File: src/include/main_settings.svh
// board-wide sizes; player count must stay within 1..3 since cabinet read code 3 is the last slot
`ifndef MAIN_SETTINGS_SVH
`define MAIN_SETTINGS_SVH

// work RAM address width, 4 KB on the board
`define MAIN_RAM_AW 12

// joystick players wired to the cabinet read
// slot 0 is the system byte, slots 1..3 are players
`define MAIN_NUM_PLAYERS 2

// flops between a cabinet switch and the read path
`define MAIN_SYNC_STAGES 2

`endif

File: src/source/main_pkg.sv
// bus and cabinet types only; switch payloads are active low as they come from the cabinet
`default_nettype none

package main_pkg;

    // one CPU bus cycle as seen on the board
    typedef struct packed {
        logic [15:0] addr;
        logic        rnw;   // 1 = read
        logic        vma;   // valid memory access
        logic [7:0]  dout;  // CPU write data
    } cpu_bus_t;

    // one bit per decoded region
    typedef struct packed {
        logic rom;
        logic ram;
        logic vram;
        logic vscr;
        logic obj;
        logic color;
        logic iow;
        logic snd_data;
        logic snd_on;
        logic ior;
        logic in5;      // dipsw_b
        logic in6;      // dipsw_a
    } chip_sel_t;

    // raw joystick lines, active low
    // 5:4 buttons, 3:0 directions in harness order
    typedef struct packed {
        logic [6:0] joy;
    } player_t;

    // system switches, active low
    typedef struct packed {
        logic [1:0] start;
        logic       service;
        logic [1:0] coin;
    } sys_sw_t;

endpackage

`default_nettype wire

File: src/source/main_bus_decoder.sv
// purely combinational; at most one select per cycle and none without vma, ROM decodes reads only
`default_nettype none

module main_bus_decoder (
    input  main_pkg::cpu_bus_t  cpu_bus,
    output main_pkg::chip_sel_t sel
);

    logic [15:0] a;

    assign a = cpu_bus.addr;

    always_comb begin
        sel = '0;
        if (cpu_bus.vma) begin
            // 6000-ffff, board only gates reads onto the ROM
            sel.rom = cpu_bus.rnw && (a[15:13] > 3'd2);
            if (a[15:12] == 4'h2) begin
                sel.ram = 1'b1;     // 2000-2fff
            end
            if (a[15:11] == 5'b0_0110) begin
                sel.vram = 1'b1;    // 3000-37ff
            end
            // 3c00 page, 128-byte blocks
            if (a[15:10] == 6'b00_1111) begin
                case (a[9:7])
                    3'd0: begin
                        // 16-byte blocks in the first 128
                        case (a[6:4])
                            3'd2:    sel.color = 1'b1;  // 3c20
                            3'd3:    sel.vscr  = 1'b1;  // 3c30
                            default: ;                  // watchdog and unused
                        endcase
                    end
                    3'd1: sel.iow      = 1'b1;  // 3c80
                    3'd2: sel.snd_data = 1'b1;  // 3d00
                    3'd3: sel.snd_on   = 1'b1;  // 3d80
                    3'd4: sel.ior      = 1'b1;  // 3e00
                    3'd5: sel.in5      = 1'b1;  // 3e80
                    3'd6: sel.in6      = 1'b1;  // 3f00
                    3'd7: sel.obj      = 1'b1;  // 3f80
                    default: ;
                endcase
            end
        end
    end

endmodule

`default_nettype wire

File: config.mk
export PLATFORM = sky130hd
export DESIGN_NAME = main_bus_decoder
export DESIGN_NICKNAME = d
export VERILOG_FILES = /design/src/include/main_settings.svh /design/src/source/main_pkg.sv /design/src/source/main_bus_decoder.sv
export SDC_FILE = /design/constraint.sdc
export NUM_CORES = 1
export LEC_CHECK = 0
export BUFFER_PORTS_ARGS = -buffer_cell sky130_fd_sc_hd__buf_4
export CAP_MARGIN = 25
export CORE_AREA = 2 2 39 41
export DETAILED_ROUTE_END_ITERATION = 8
export DIE_AREA = 0 0 41 43
export PLACE_DENSITY = 0.51
export SYNTH_ARGS = -nofsm -noshare
export SYNTH_HDL_FRONTEND = slang
export SYNTH_SLANG_ARGS = --single-unit
export TNS_END_PERCENT = 5
File: constraint.sdc
create_clock -name vclk -period 1.5
set_input_delay 0.3 -clock vclk [all_inputs]
set_output_delay 0.3 -clock vclk [all_outputs]
set_load 0.02 [all_outputs]
==> impl_results.md <==
- Peak VDD IR: 0.0000638 V
- Most frequent cells in the layout: buf_4, nor3_1, nand2b_1, buf_6
- Final hold viol count: 0
- Syn Inst Count: 26
- Sequential share of the synthesized area: 0
- Worst Path Max Fanout: 2
- Detailed placement HPWL: 594 um
- Post-synthesis cell type count: 14
- Switch share: 0.413
- Min-Delay Path Class: in -> out
- Total GRT Usage: 0.0769
- Final wirelength: 707 um
- Final min period: 1.57 ns
- Placed Area: 419 um2
- Max-slew headroom: 0.871
- DR WL/cell: 9.96 um
- Worst Path Arrival: 1.27 ns
- Total grt overflow: 0
- Final Wtd Congestion: 0.556
- YS warnings: 0
- Detailed-router iteration count before antenna repair: 2
- RSZ-0062 raised after global routing: true
- Final instance area: 448 um2
- Cell Pwr Density: 167 mW/mm2
- Area added between synthesis and finish: 182%
- DRC viols: 0
- Critical path launch point type: primary input
- CLK BUF: 0
- ANT nets after route: 0
- Final period util: 1.05
- Clock Power Share: 0
- Fillers: 155
- First-pass GRT wire length: 1020 um
- Site Rows: 14
- Commonest non-fill, non-tap cell in the layout: buf_4
- Slew Limit Fails: 0
- Setup WS pre-CTS: -0.216 ns
- Core Footprint: 0.00138 mm2
- Outcome: complete, but fails checks
- Reg area: 0 um2
- CTS Hold Buffers Added: 0
- Violated checks: negative setup slack
- Die H: 43 um
- Internal: 0.0440 mW
- Peak Freq: 0.636 GHz
- Port bufs: 26
- Synth Net Count: 52
- Combinational share of power: 1.000
- Final WS setup: -0.0719 ns
- Worst Path Required: 1.20 ns
- Die W: 41 um
- Largest net degree at the start of global routing: 10
- Nets@finish: 83
- Avg Cell Area, Syn: 6.11 um2
- Initial core utilization: 0.115
- NetSw: 0.0309 mW
- Critical setup path kind: in -> out
- Antenna Cells: 0
- P_leak: 0.196 nW
- Seq Cell Count: 0
- # IOs: 38
- Initial antenna violation count: 0
- Share of layout cells above drive strength 1: 0.636
- Number of max-cap violations: 0
- Vias per Instance: 4.46
- Initial DRC count: 3
- Via count: 317
- Die area: 0.00176 mm2
- Seq pwr share: 0
- Number of global-route vias before repair: 272
- Post-synthesis instance area: 159 um2
- # setup viols final: 2
- Crit. End Element: output pin
- Worst Max-Slew Pin Slew: 0.192 ns
cell families after synthesis:
group | synth area share
simple gates | 0.945
compound gates | 0.0315
buf+inv | 0.0236
worst max-delay path, stage by stage:
cell    delay (ns)
buf_6         0.09
or4b_4        0.55
nor4_2        0.15
buf_4         0.18
layer usage:
metal | track usage | up-vias | wire [um]
met5 | 0 | - | 0
met4 | 0 | 0 | 0
met3 | 0 | 0 | 51
met2 | 0.150 | 12 | 367
met1 | 0.0918 | 142 | 289
li1 | - | 163 | -
final timing paths:
path                    start     end  slack [ns]  cells past startpoint
setup / recovery  cpu_bus[16]  sel[8]       -0.07                      4
hold / removal    cpu_bus[21]  sel[9]        0.87                      3
cell usage after synthesis:
cell       number  share of area
nor3_1          6           0.19
nand2b_1        3           0.12
nor4_1          3           0.12
nand2_1         2          0.047
nand4bb_1       2           0.14
nor2_1          2          0.047
a21oi_1         1          0.031
clkbuf_1        1          0.024
nand3_1         1          0.031
nand3b_1        1          0.047
nand4_1         1          0.039
nand4b_1        1          0.055
nor3b_1         1          0.047
or4b_1          1          0.063
power groups by stage:
stage	logic [mW]	clock network (mW)	registers [mW]
finish	0.0750	0	0
global route	0.0817	0	0
CTS	0.0732	0	0
detailed placement	0.0705	0	0
global placement	0.0697	0	0
floorplan	0.0210	0	0
final cells by class:
class                      instances  area (um2)  area share
multi-input combinational         25         191       0.427
tap                               16        20.0      0.0447
timing repair buffer              30         236       0.528
repair_timing:
action,in CTS,in global routing
setup buffers,0,0
pin swaps,3,0
gates cloned,0,0
endpoints found under the setup margin,2,4
gates resized for setup,3,3
per-stage QoR:
step,instances,setup TNS (ns),total power [mW],hold WS (ns),util
5_1_grt,71,-0.192,0.0817,0.883,0.324
3_5_place_dp,71,-0.419,0.0705,0.872,0.303
4_1_cts,71,-0.126,0.0732,0.873,0.311
3_3_place_gp,71,-0.405,0.0697,0.872,0.303
6_report,71,-0.136,0.0750,0.873,0.324
2_1_floorplan,26,-0.309,0.0210,0.652,-
(Power assumes the default switching activity.)
