[src/include/main_settings.svh]
// board-wide sizes; player count must stay within 1..3 since cabinet read code 3 is the last slot
`ifndef MAIN_SETTINGS_SVH
`define MAIN_SETTINGS_SVH

// work RAM address width, 4 KB on the board
`define MAIN_RAM_AW 12

// joystick players wired to the cabinet read
// slot 0 is the system byte, slots 1..3 are players
`define MAIN_NUM_PLAYERS 2

// flops between a cabinet switch and the read path
`define MAIN_SYNC_STAGES 2

`endif

[src/source/main_pkg.sv]
// bus and cabinet types only; switch payloads are active low as they come from the cabinet
`default_nettype none

package main_pkg;

    // one CPU bus cycle as seen on the board
    typedef struct packed {
        logic [15:0] addr;
        logic        rnw;   // 1 = read
        logic        vma;   // valid memory access
        logic [7:0]  dout;  // CPU write data
    } cpu_bus_t;

    // one bit per decoded region
    typedef struct packed {
        logic rom;
        logic ram;
        logic vram;
        logic vscr;
        logic obj;
        logic color;
        logic iow;
        logic snd_data;
        logic snd_on;
        logic ior;
        logic in5;      // dipsw_b
        logic in6;      // dipsw_a
    } chip_sel_t;

    // raw joystick lines, active low
    // 5:4 buttons, 3:0 directions in harness order
    typedef struct packed {
        logic [6:0] joy;
    } player_t;

    // system switches, active low
    typedef struct packed {
        logic [1:0] start;
        logic       service;
        logic [1:0] coin;
    } sys_sw_t;

endpackage

`default_nettype wire

[src/source/main_read_mux.sv]
// cpu_din follows the select one clock later; unmapped reads and empty cabinet slots return 8'hff
`default_nettype none

`include "main_settings.svh"

module main_read_mux (
    input  wire                                          clk,
    input  main_pkg::cpu_bus_t                           cpu_bus,
    input  main_pkg::chip_sel_t                          sel,
    input  wire [7:0]                                    rom_data,
    input  wire [7:0]                                    ram_dout,
    input  wire [7:0]                                    vram_dout,
    input  wire [7:0]                                    vscr_dout,
    input  wire [7:0]                                    obj_dout,
    input  wire [7:0]                                    dipsw_a,
    input  wire [7:0]                                    dipsw_b,
    input  main_pkg::sys_sw_t                            sys_sw,
    input  main_pkg::player_t [`MAIN_NUM_PLAYERS-1:0]    players,
    output logic [7:0]                                   cpu_din
);

    logic [7:0] cab_bytes [4];
    logic [7:0] cabinet;

    // slot 0 is the system byte
    assign cab_bytes[0] = {3'b111, sys_sw.start, sys_sw.service, sys_sw.coin};

    for (genvar p = 0; p < 3; p++) begin : g_slot
        if (p < `MAIN_NUM_PLAYERS) begin : g_player
            // directions swapped in pairs on the harness
            assign cab_bytes[p+1] = {2'b11, players[p].joy[5:4],
                                     players[p].joy[2], players[p].joy[3],
                                     players[p].joy[0], players[p].joy[1]};
        end else begin : g_empty
            assign cab_bytes[p+1] = 8'hff;
        end
    end

    assign cabinet = cab_bytes[cpu_bus.addr[6:5]];

    always_ff @(posedge clk) begin
        cpu_din <= sel.rom  ? rom_data  :
                   sel.ram  ? ram_dout  :
                   sel.vram ? vram_dout :
                   sel.vscr ? vscr_dout :
                   sel.obj  ? obj_dout  :
                   sel.ior  ? cabinet   :
                   sel.in6  ? dipsw_a   :
                   sel.in5  ? dipsw_b   : 8'hff;   // open bus
    end

endmodule

`default_nettype wire

[config.mk]
export PLATFORM = sky130hd
export DESIGN_NAME = main_read_mux
export DESIGN_NICKNAME = d
export VERILOG_FILES = /design/src/source/main_pkg.sv /design/src/source/main_read_mux.sv
export VERILOG_INCLUDE_DIRS = /design/src /design/src/include
export SDC_FILE = /design/constraint.sdc
export NUM_CORES = 1
export LEC_CHECK = 0
export ABC_AREA = 1
export BUFFER_PORTS_ARGS = -buffer_cell sky130_fd_sc_hd__buf_2
export CAP_MARGIN = 30
export CELL_PAD_IN_SITES_DETAIL_PLACEMENT = 0
export CELL_PAD_IN_SITES_GLOBAL_PLACEMENT = 1
export CORE_ASPECT_RATIO = 0.75
export CORE_MARGIN = 2
export CORE_UTILIZATION = 19
export CTS_BUF_LIST = sky130_fd_sc_hd__clkbuf_2
export CTS_CLUSTER_SIZE = 12
export DETAILED_ROUTE_END_ITERATION = 10
export HOLD_SLACK_MARGIN = 0.02
export MAX_ROUTING_LAYER = met4
export PLACE_DENSITY_LB_ADDON = 0.2
export SLEW_MARGIN = 25
export SYNTH_ARGS = -nofsm -noshare
export SYNTH_HDL_FRONTEND = slang
export SYNTH_SLANG_ARGS = --single-unit
[constraint.sdc]
create_clock -name clk -period 2.4 [get_ports clk]
set_clock_uncertainty 0.05 [all_clocks]
set_input_delay 0.36 -clock clk [delete_from_list [all_inputs] [get_ports clk]]
set_output_delay 0.36 -clock clk [all_outputs]
set_load 0.01 [all_outputs]
==> impl_results.md <==
- Required @ worst endpoint: roughly 2.5 ns
- Die Area: ~0.0058 mm2
- HP Class: in -> reg
- Fraction of layout cells with a size suffix above 1: between 30% and 40%
- Setup TNS: 0 ns
- Largest register by flop count: cpu_din
- Top Registers: cpu_din: 8 flops
- Chip Width: 87.3 um
- First-pass GRT wire length: 5720 um
- Arr. time, crit path: 1.43 ns
- Seq cells post-synth: 8
- Congestion Overflow GR: 0
- Seq/Total Area, Yosys: between 10% and 20%
- Commonest non-fill, non-tap cells in the layout: 92 x nand2_1, 91 x buf_2, 55 x nor2_1
- Fin. Hold Viols: 0
- P_int: ~0.28 mW
- Setup repair bufs after CTS: 0
- DRT Wirelength: 3520 um
- WL/cell: about 9.9 um
- Syn nets: 322
- Post-synth top area share: 34.9%
- Cell variety after synth: 15
- Critical Path Source Type: input pin
- Iteration-0 DRC count of the detailed router: 47
- CP max stage delay: between 0.2 and 0.3 ns
- Post-DRT Antenna Nets: 0
- Cell mode on critical path: nand2_1
- Period utilisation layout: a little over half
- Initial antenna violation count: 0
- Switching Share: 36.9%
- CP Max Fanout: 11
- Via count: approximately 1400
- Vias in the first global route: between 1000 and 1500
- I/O Pins: around 120
- RSZ-0062 raised after global routing: no
- Drt drc: 0
- Buffers on Ports: between 90 and 100
- Relative slew margins: about three quarters
- CTS resizes: 0
- Clk network pwr share: a little under a fifth
- Drt via density: 4.07
- Largest net degree at the start of global routing: 17
- NetSw: 0.163 mW
- Fmax: 774 MHz
- Core area: 0.00495 mm2
- Largest register FFs: 8
- Logic pwr share: 48.0%
- Status: finished, final reports clean
- Cells after Synth: approximately 210
- Post-layout min period: 1.29 ns
- Max cap viols: 0
- YS warnings: 0
- N_diodes: 0
- CTS HTree Levels: 1
- Root Buffer: clkbuf_2
- Clock sinks: 8
- Largest cells by area after synthesis: nand2_1 35%, nor2_1 21%, dfxtp_1 16%, a21oi_1 7.1%, inv_1 4.9%
- PnR worst setup slack: around 1.1 ns
- Setup-failing EPs final: 0
- CTS Buf Count: 3
- Critical path capture point type: flop
- TritonRoute pass-1 iters: 4
- HPWL after DPL: ~3100 um
- CP Cell Sequence: buf_2 > inv_1 > nand2_1 > nor2_1 > nor2_1 > nand2_1 > nand2_1 > nand2_1 > nand2_1 > nand2_1 > nand2_1 > nand2_1
- Power density cells: about 300 mW/mm2
- Die Span Y: ~67 um
- Mean Syn Cell Area: 4.76 um2
- Slew Viols, Final: 0
- Sequential share of power: between 30 and 40%
- Starting Density: ~20%
- Hold_ws: between 0.2 and 0.3 ns
- Core Util, Final: between 20% and 30%
- Placer Congestion: 0.794
- Longest Clk Path Bufs: 2
- CTS Hold Bufs: 0
- Leading cell type in the layout, fill and taps excluded: nand2_1
- Cell type with the largest total area after synthesis: nand2_1
- Tot GR Track Use: 12.5%
- Clock Pin Slew Worst Setup and Hold Paths: 0.08 ns
- CTS tree: yes
- VDD IR-drop max: ~0.11 mV
- Critical path class: in -> reg
- Lkg Pwr: roughly 0.9 nW
- Synthesized area: just under 0.001 mm2
- Master of the slowest instance on the critical path: inv_1
- Pre-CTS worst setup slack: 0.829 ns
- Slew @ Worst Pin: about 0.35 ns
- Nets: between 400 and 500
- Row count: 22
- Layout area overhead: 49.1%
==> power by group through the flow <==
stage	combinational, mW	sequential [mW]	clock [mW]
floorplan	0.109	0.159	0
global placement	0.215	0.151	0
detailed placement	0.216	0.151	0
CTS	0.217	0.148	0.0864
global route	0.249	0.149	0.0963
finish	0.212	0.148	0.0822
==> metrics by stage <==
stage / power [mW] / area [um2] / cells
final: 0.442 / 1480 / 354
after global routing: 0.495 / 1480 / 354
after CTS: 0.451 / 1480 / 354
after detailed placement: 0.367 / 1460 / 351
after global placement: 0.367 / 1460 / 351
after floorplan: 0.268 / 990 / 208
==> cell type report <==
class	instances	area [um2]
clock buffers	3	15.0
fillers	608	3480
inverters	14	52.6
multi-input cells	178	717
flip-flops and latches	8	160
well taps	60	75.1
repair buffers	91	455
==> Yosys cell counts (all sizes together) <==
cell type	number
nand2	93
nor2	55
a21oi	14
inv	14
nand3	9
dfxtp	8
buf	6
o21ai	4
clkbuf	2
or2	2
o22ai	1
==> final timing paths <==
path	cells after the start	from	end	slack, ns
max	12	sel[2]	cpu_din[3]$_DFF_P_	1.11
min	3	rom_data[6]	cpu_din[6]$_DFF_P_	0.25
==> per-layer routing <==
| metal | part of all wire [%] | GRT usage, % | vias to the layer above | wire length, um |
|---|---|---|---|---|
| li1 | - | - | 807 | - |
| met1 | 52 | 17.4 | 594 | 1830 |
| met2 | 42 | 19.2 | 39 | 1460 |
| met3 | 6.3 | 3.22 | 2 | 220 |
| met4 | 0.17 | 0.577 | 0 | 6 |
| met5 | 0 | - | - | 0 |
==> cell families after synthesis <==
logic type             after synthesis  synth area share, %
and+or+nand+nor                    159                 62.7
buffers and inverters               22                 11.4
AOI/OAI and AO/OA                   19                 9.74
DFF                                  8                 16.2
==> critical path: cells and delay by family <==
family | cells | cell delay (ns)
buffers and inverters | 2 | 0.39
AND/OR/NAND/NOR | 10 | 0.67
Note: power is estimated with default switching activity, not from simulation.
