==> src/include/main_settings.svh <==
// board-wide sizes; player count must stay within 1..3 since cabinet read code 3 is the last slot
`ifndef MAIN_SETTINGS_SVH
`define MAIN_SETTINGS_SVH

// work RAM address width, 4 KB on the board
`define MAIN_RAM_AW 12

// joystick players wired to the cabinet read
// slot 0 is the system byte, slots 1..3 are players
`define MAIN_NUM_PLAYERS 2

// flops between a cabinet switch and the read path
`define MAIN_SYNC_STAGES 2

`endif

==> src/source/main_pkg.sv <==
// bus and cabinet types only; switch payloads are active low as they come from the cabinet
`default_nettype none

package main_pkg;

    // one CPU bus cycle as seen on the board
    typedef struct packed {
        logic [15:0] addr;
        logic        rnw;   // 1 = read
        logic        vma;   // valid memory access
        logic [7:0]  dout;  // CPU write data
    } cpu_bus_t;

    // one bit per decoded region
    typedef struct packed {
        logic rom;
        logic ram;
        logic vram;
        logic vscr;
        logic obj;
        logic color;
        logic iow;
        logic snd_data;
        logic snd_on;
        logic ior;
        logic in5;      // dipsw_b
        logic in6;      // dipsw_a
    } chip_sel_t;

    // raw joystick lines, active low
    // 5:4 buttons, 3:0 directions in harness order
    typedef struct packed {
        logic [6:0] joy;
    } player_t;

    // system switches, active low
    typedef struct packed {
        logic [1:0] start;
        logic       service;
        logic [1:0] coin;
    } sys_sw_t;

endpackage

`default_nettype wire

==> src/source/main_ctrl_irq.sv <==
// writes only land with cpu_cen high; irq_n cannot be set while the clear latch holds 0
`default_nettype none

module main_ctrl_irq (
    input  wire                 clk,
    input  wire                 rst,
    input  wire                 cpu_cen,
    input  main_pkg::cpu_bus_t  cpu_bus,
    input  main_pkg::chip_sel_t sel,
    input  wire                 lvbl,
    input  wire                 dip_pause,
    output logic                flip,
    output logic                objche,
    output logic                irq_n,
    output logic [3:0]          pal_sel
);

    logic wr_cycle;
    logic irq_clr;      // 0 holds the interrupt released
    logic irq_trig;
    logic irq_trig_l;

    assign wr_cycle = cpu_cen && !cpu_bus.rnw;
    assign irq_trig = ~lvbl & dip_pause;   // pause switch masks vblank

    // board control latches
    always_ff @(posedge clk) begin
        if (rst) begin
            flip    <= 1'b0;
            objche  <= 1'b0;
            irq_clr <= 1'b0;
            pal_sel <= 4'd0;
        end else if (wr_cycle) begin
            if (sel.iow) begin
                objche  <= cpu_bus.dout[5];
                irq_clr <= cpu_bus.dout[1];
                flip    <= cpu_bus.dout[0];
            end
            if (sel.color) begin
                pal_sel <= cpu_bus.dout[3:0];
            end
        end
    end

    // vblank interrupt flip-flop, clear wins over set
    always_ff @(posedge clk) begin
        if (rst) begin
            irq_trig_l <= 1'b0;
            irq_n      <= 1'b1;
        end else begin
            irq_trig_l <= irq_trig;
            if (!irq_clr) begin
                irq_n <= 1'b1;
            end else if (irq_trig && !irq_trig_l) begin
                irq_n <= 1'b0;  // rising edge of trigger
            end
        end
    end

endmodule

`default_nettype wire

==> config.mk <==
export PLATFORM = sky130hd
export DESIGN_NAME = main_ctrl_irq
export DESIGN_NICKNAME = d
export VERILOG_FILES = /design/src/include/main_settings.svh /design/src/source/main_pkg.sv /design/src/source/main_ctrl_irq.sv
export SDC_FILE = /design/constraint.sdc
export NUM_CORES = 1
export LEC_CHECK = 0
export ABC_AREA = 0
export BUFFER_PORTS_ARGS = -buffer_cell sky130_fd_sc_hd__buf_2
export CORE_UTILIZATION = 29
export CTS_CLUSTER_SIZE = 20
export DETAILED_ROUTE_END_ITERATION = 10
export PLACE_DENSITY = 0.75
export SLEW_MARGIN = 0
export SYNTH_ARGS = -nofsm -noshare
export SYNTH_HDL_FRONTEND = slang
export SYNTH_SLANG_ARGS = --single-unit
==> constraint.sdc <==
create_clock -name clk -period 1 [get_ports clk]
set_input_delay 0.05 -clock clk [delete_from_list [all_inputs] [get_ports clk]]
set_output_delay 0.05 -clock clk [all_outputs]
set_load 0.005 [all_outputs]
==> run_results.csv <==
group,metric,value,unit
synth,synth_top_family_by_area,"simple AND/OR/NAND/NOR gates",
route,routed_wl,673,um
critical_path,cp.required,1.16,ns
clock_tree,root_buffer,"clkbuf_4",
critical_path,crit_buf_inv,0,
synth,synth.distinct_cells,9,
timing,maxSlewHeadroom,83.1,%
power,pwr-share-comb,10.3,%
placed_design,io_buffers,19,
timing,tightest_slew,0.253,ns
global_routing,use_met3,9.30,%
die,initial_core_util,32.9,%
route,drc,0,
cells_and_area,layout-drive-gt1-share,38.6,%
timing,finalCriticalPeriod,0.912,ns
synth,synth_xor_area_share,0,%
timing,fmax,1100,MHz
global_routing,top_usage_layer,"met2",
power,p_int,0.571,mW
clock_tree,clk_latency,0.26,ns
die,core,1160,um2
synth,syn_inst,36,
global_routing,grt_pass1_wl,1.21,mm
critical_path,max_stage_delay,0.34,ns
clock_tree,htree_levels,1,
route,wl_per_cell,9.48,um
critical_path,r2r_setup_slack,0.09,ns
power,power_per_cell_area,1420,nW/um2
synth,yosysTopAreaCell,"dfxtp_1",
route,first_pass_iters,2,
critical_path,critical_path_class,"flip-flop to flip-flop",
timing,fin_skew,0.00143,ns
die,die_area,1460,um2
timing,rsz0062_at_grt,"no",
clock_tree,cts-resized-gates,0,
timing,final-hold-violation-count,0,
synth,netlist_area,380,um2
synth,synthTopCellsByArea,"dfxtp_1 47%, nand2b_1 20%, mux2i_1 18%",
synth,synthMuxAreaShare,18.4,%
global_routing,grt_max_degree,14,
synth,synth_top_area_share,47.4,%
global_routing,grtUsageTotal,13.2,%
cells_and_area,n_antenna_cell,0,
clock_tree,cts_inserted_buffers,3,
critical_path,start_kind,"flip-flop",
critical_path,worstPathMaxFanout,1,
critical_path,critPathTopFamily,"simple AND/OR/NAND/NOR gates",
power,p_leak,0.236,nW
route,vias,317,
global_routing,antenna_found_initial,0,
die,die-width,38.2,um
critical_path,worstPathArrival,1.07,ns
critical_path,end_kind,"flip-flop",
synth,synth-compound-area-share,1.97,%
synth,synth-seq-cells,9,
timing,slew_violations,0,
synth,yosys_warnings,0,
cells_and_area,finish.utilization,44.6,%
placed_design,post-dp-hpwl,498,um
synth,yosysSeqAreaShare,47.4,%
global_routing,grt_pass1_vias,309,
route,avgViaCountPerCell,4.46,
route,first_iter_violations,3,
route,ant_nets,0,
critical_path,path_cells,"or3b_1 > a21o_1",
die,std_cell_rows,12,
synth,synth_fp_nets,79,
synth,synth-simple-area-share,28.6,%
clock_tree,clockBufferDepth,2,
power,p_sw,0.159,mW
clock_tree,post_cts_buffers,0,
power,pwr-share-clk,38.3,%
global_routing,overflow,0,
synth,avgSynthCellArea,10.6,um2
die,io_pins,50,
power,ir_worst_vdd,0.000814,V
synth,synthAdderAreaFrac,0,%
run_status,status,"complete, no violations",
cells_and_area,nNetsFinal,101,
job,drv_cap,0,
clock_tree,cts_tree,"yes",
cells_and_area,syn_to_final_growth,35.5,%
global_routing,grt_util_met2,18.6,%
clock_tree,clkSinkCount,9,
die,die_y,38.2,um
global_routing,met1_usage,13.0,%
placed_design,place.gp.congestion,0.635,
timing,setup_tns,0,ns
critical_path,slowest_stage,"or3b_1",
power,seq_power_share,51.4,%
timing,finalCritPeriodShare,91.2,%
worst_hold_path,hp-class,"primary input to flip-flop",
clock_tree,clk_pin_slew,0.06,ns
power,swShare,21.8,%
timing,setup_violations,0,
==> metrics by stage <==
| stage | cell area [um2] | setup slack (ns) | total power, mW | hold WS [ns] | instances |
|---|---|---|---|---|---|
| floorplan | 380 | 0.117 | 0.422 | 0.126 | 36 |
| global placement | 479 | 0.102 | 0.454 | 0.227 | 66 |
| detailed placement | 479 | 0.0938 | 0.456 | 0.226 | 66 |
| CTS | 515 | 0.0849 | 0.750 | 0.0372 | 71 |
| global route | 515 | 0.0603 | 0.780 | 0.0349 | 71 |
| finish | 515 | 0.0882 | 0.729 | 0.0437 | 71 |
==> final cells by class <==
class                   count  area [um2]
multi-input cells          24         186
flip-flops and latches      9         180
repair buffers             20         105
well taps                  14        17.5
clock buffers               4        26.3
fillers                   111         641
==> power by group through the flow <==
stage	Clock, mW	Sequential, mW	Combinational (mW)
finish	0.279	0.375	0.0755
CTS	0.298	0.375	0.0764
global route	0.320	0.376	0.0846
global placement	0	0.383	0.0715
detailed placement	0	0.383	0.0733
floorplan	0	0.384	0.0385
==> per-layer routing <==
| metal | vias to the layer above | share of wire (%) |
|---|---|---|
| met4 | 0 | 2.8 |
| li1 | 159 | - |
| met3 | 5 | 12 |
| met5 | - | 0 |
| met2 | 18 | 38 |
| met1 | 135 | 47 |
==> synth_stat cells (all sizes together) <==
cell and n:
nand2b 12, dfxtp 9, mux2i 7, and3b 2, buf 2, a21o 1
clkbuf 1, nor3b 1, or3b 1
==> sequential cells by signal, indices dropped and copies added, names as in the netlist <==
register,flops
pal_sel,4
flip,1
irq_clr,1
irq_n,1
irq_trig_l,1
objche,1
==> worst min-delay path, cell delays in order <==
cell	delay, ns
buf_2	0.09
nand2b_1	0.05
mux2i_1	0.06
==> cells by family after synthesis <==
logic type,after synthesis
flip-flops,9
buffers and inverters,3
AND/OR/NAND/NOR,16
AO/OA/AOI/OAI,1
multiplexers,7
==> repair_timing <==
action,CTS,global route
hold buffers,1,0
hold endpoints to repair,1,0
setup endpoints to repair,0,0
==> worst paths after layout <==
check | end | cells past startpoint | start
max | irq_n | 2 | irq_trig_l
min | objche | 3 | cpu_bus[5]
max reg2reg | irq_n | 2 | irq_trig_l
min reg2reg | irq_n | 1 | irq_n
==> layout by cell type, fill, tap and decap left out <==
cell           synthesis  routed
dlygate4sd3_1          0       1
clkbuf_4               0       3
nand2b_1              12      12
clkbuf_1               1       1
mux2i_1                7       7
and3b_1                2       2
or3b_1                 1       1
nor3b_1                1       1
a21o_1                 1       1
buf_2                  2      19
dfxtp_1                9       9
No activity file was read; power rests on OpenSTA's default activity.
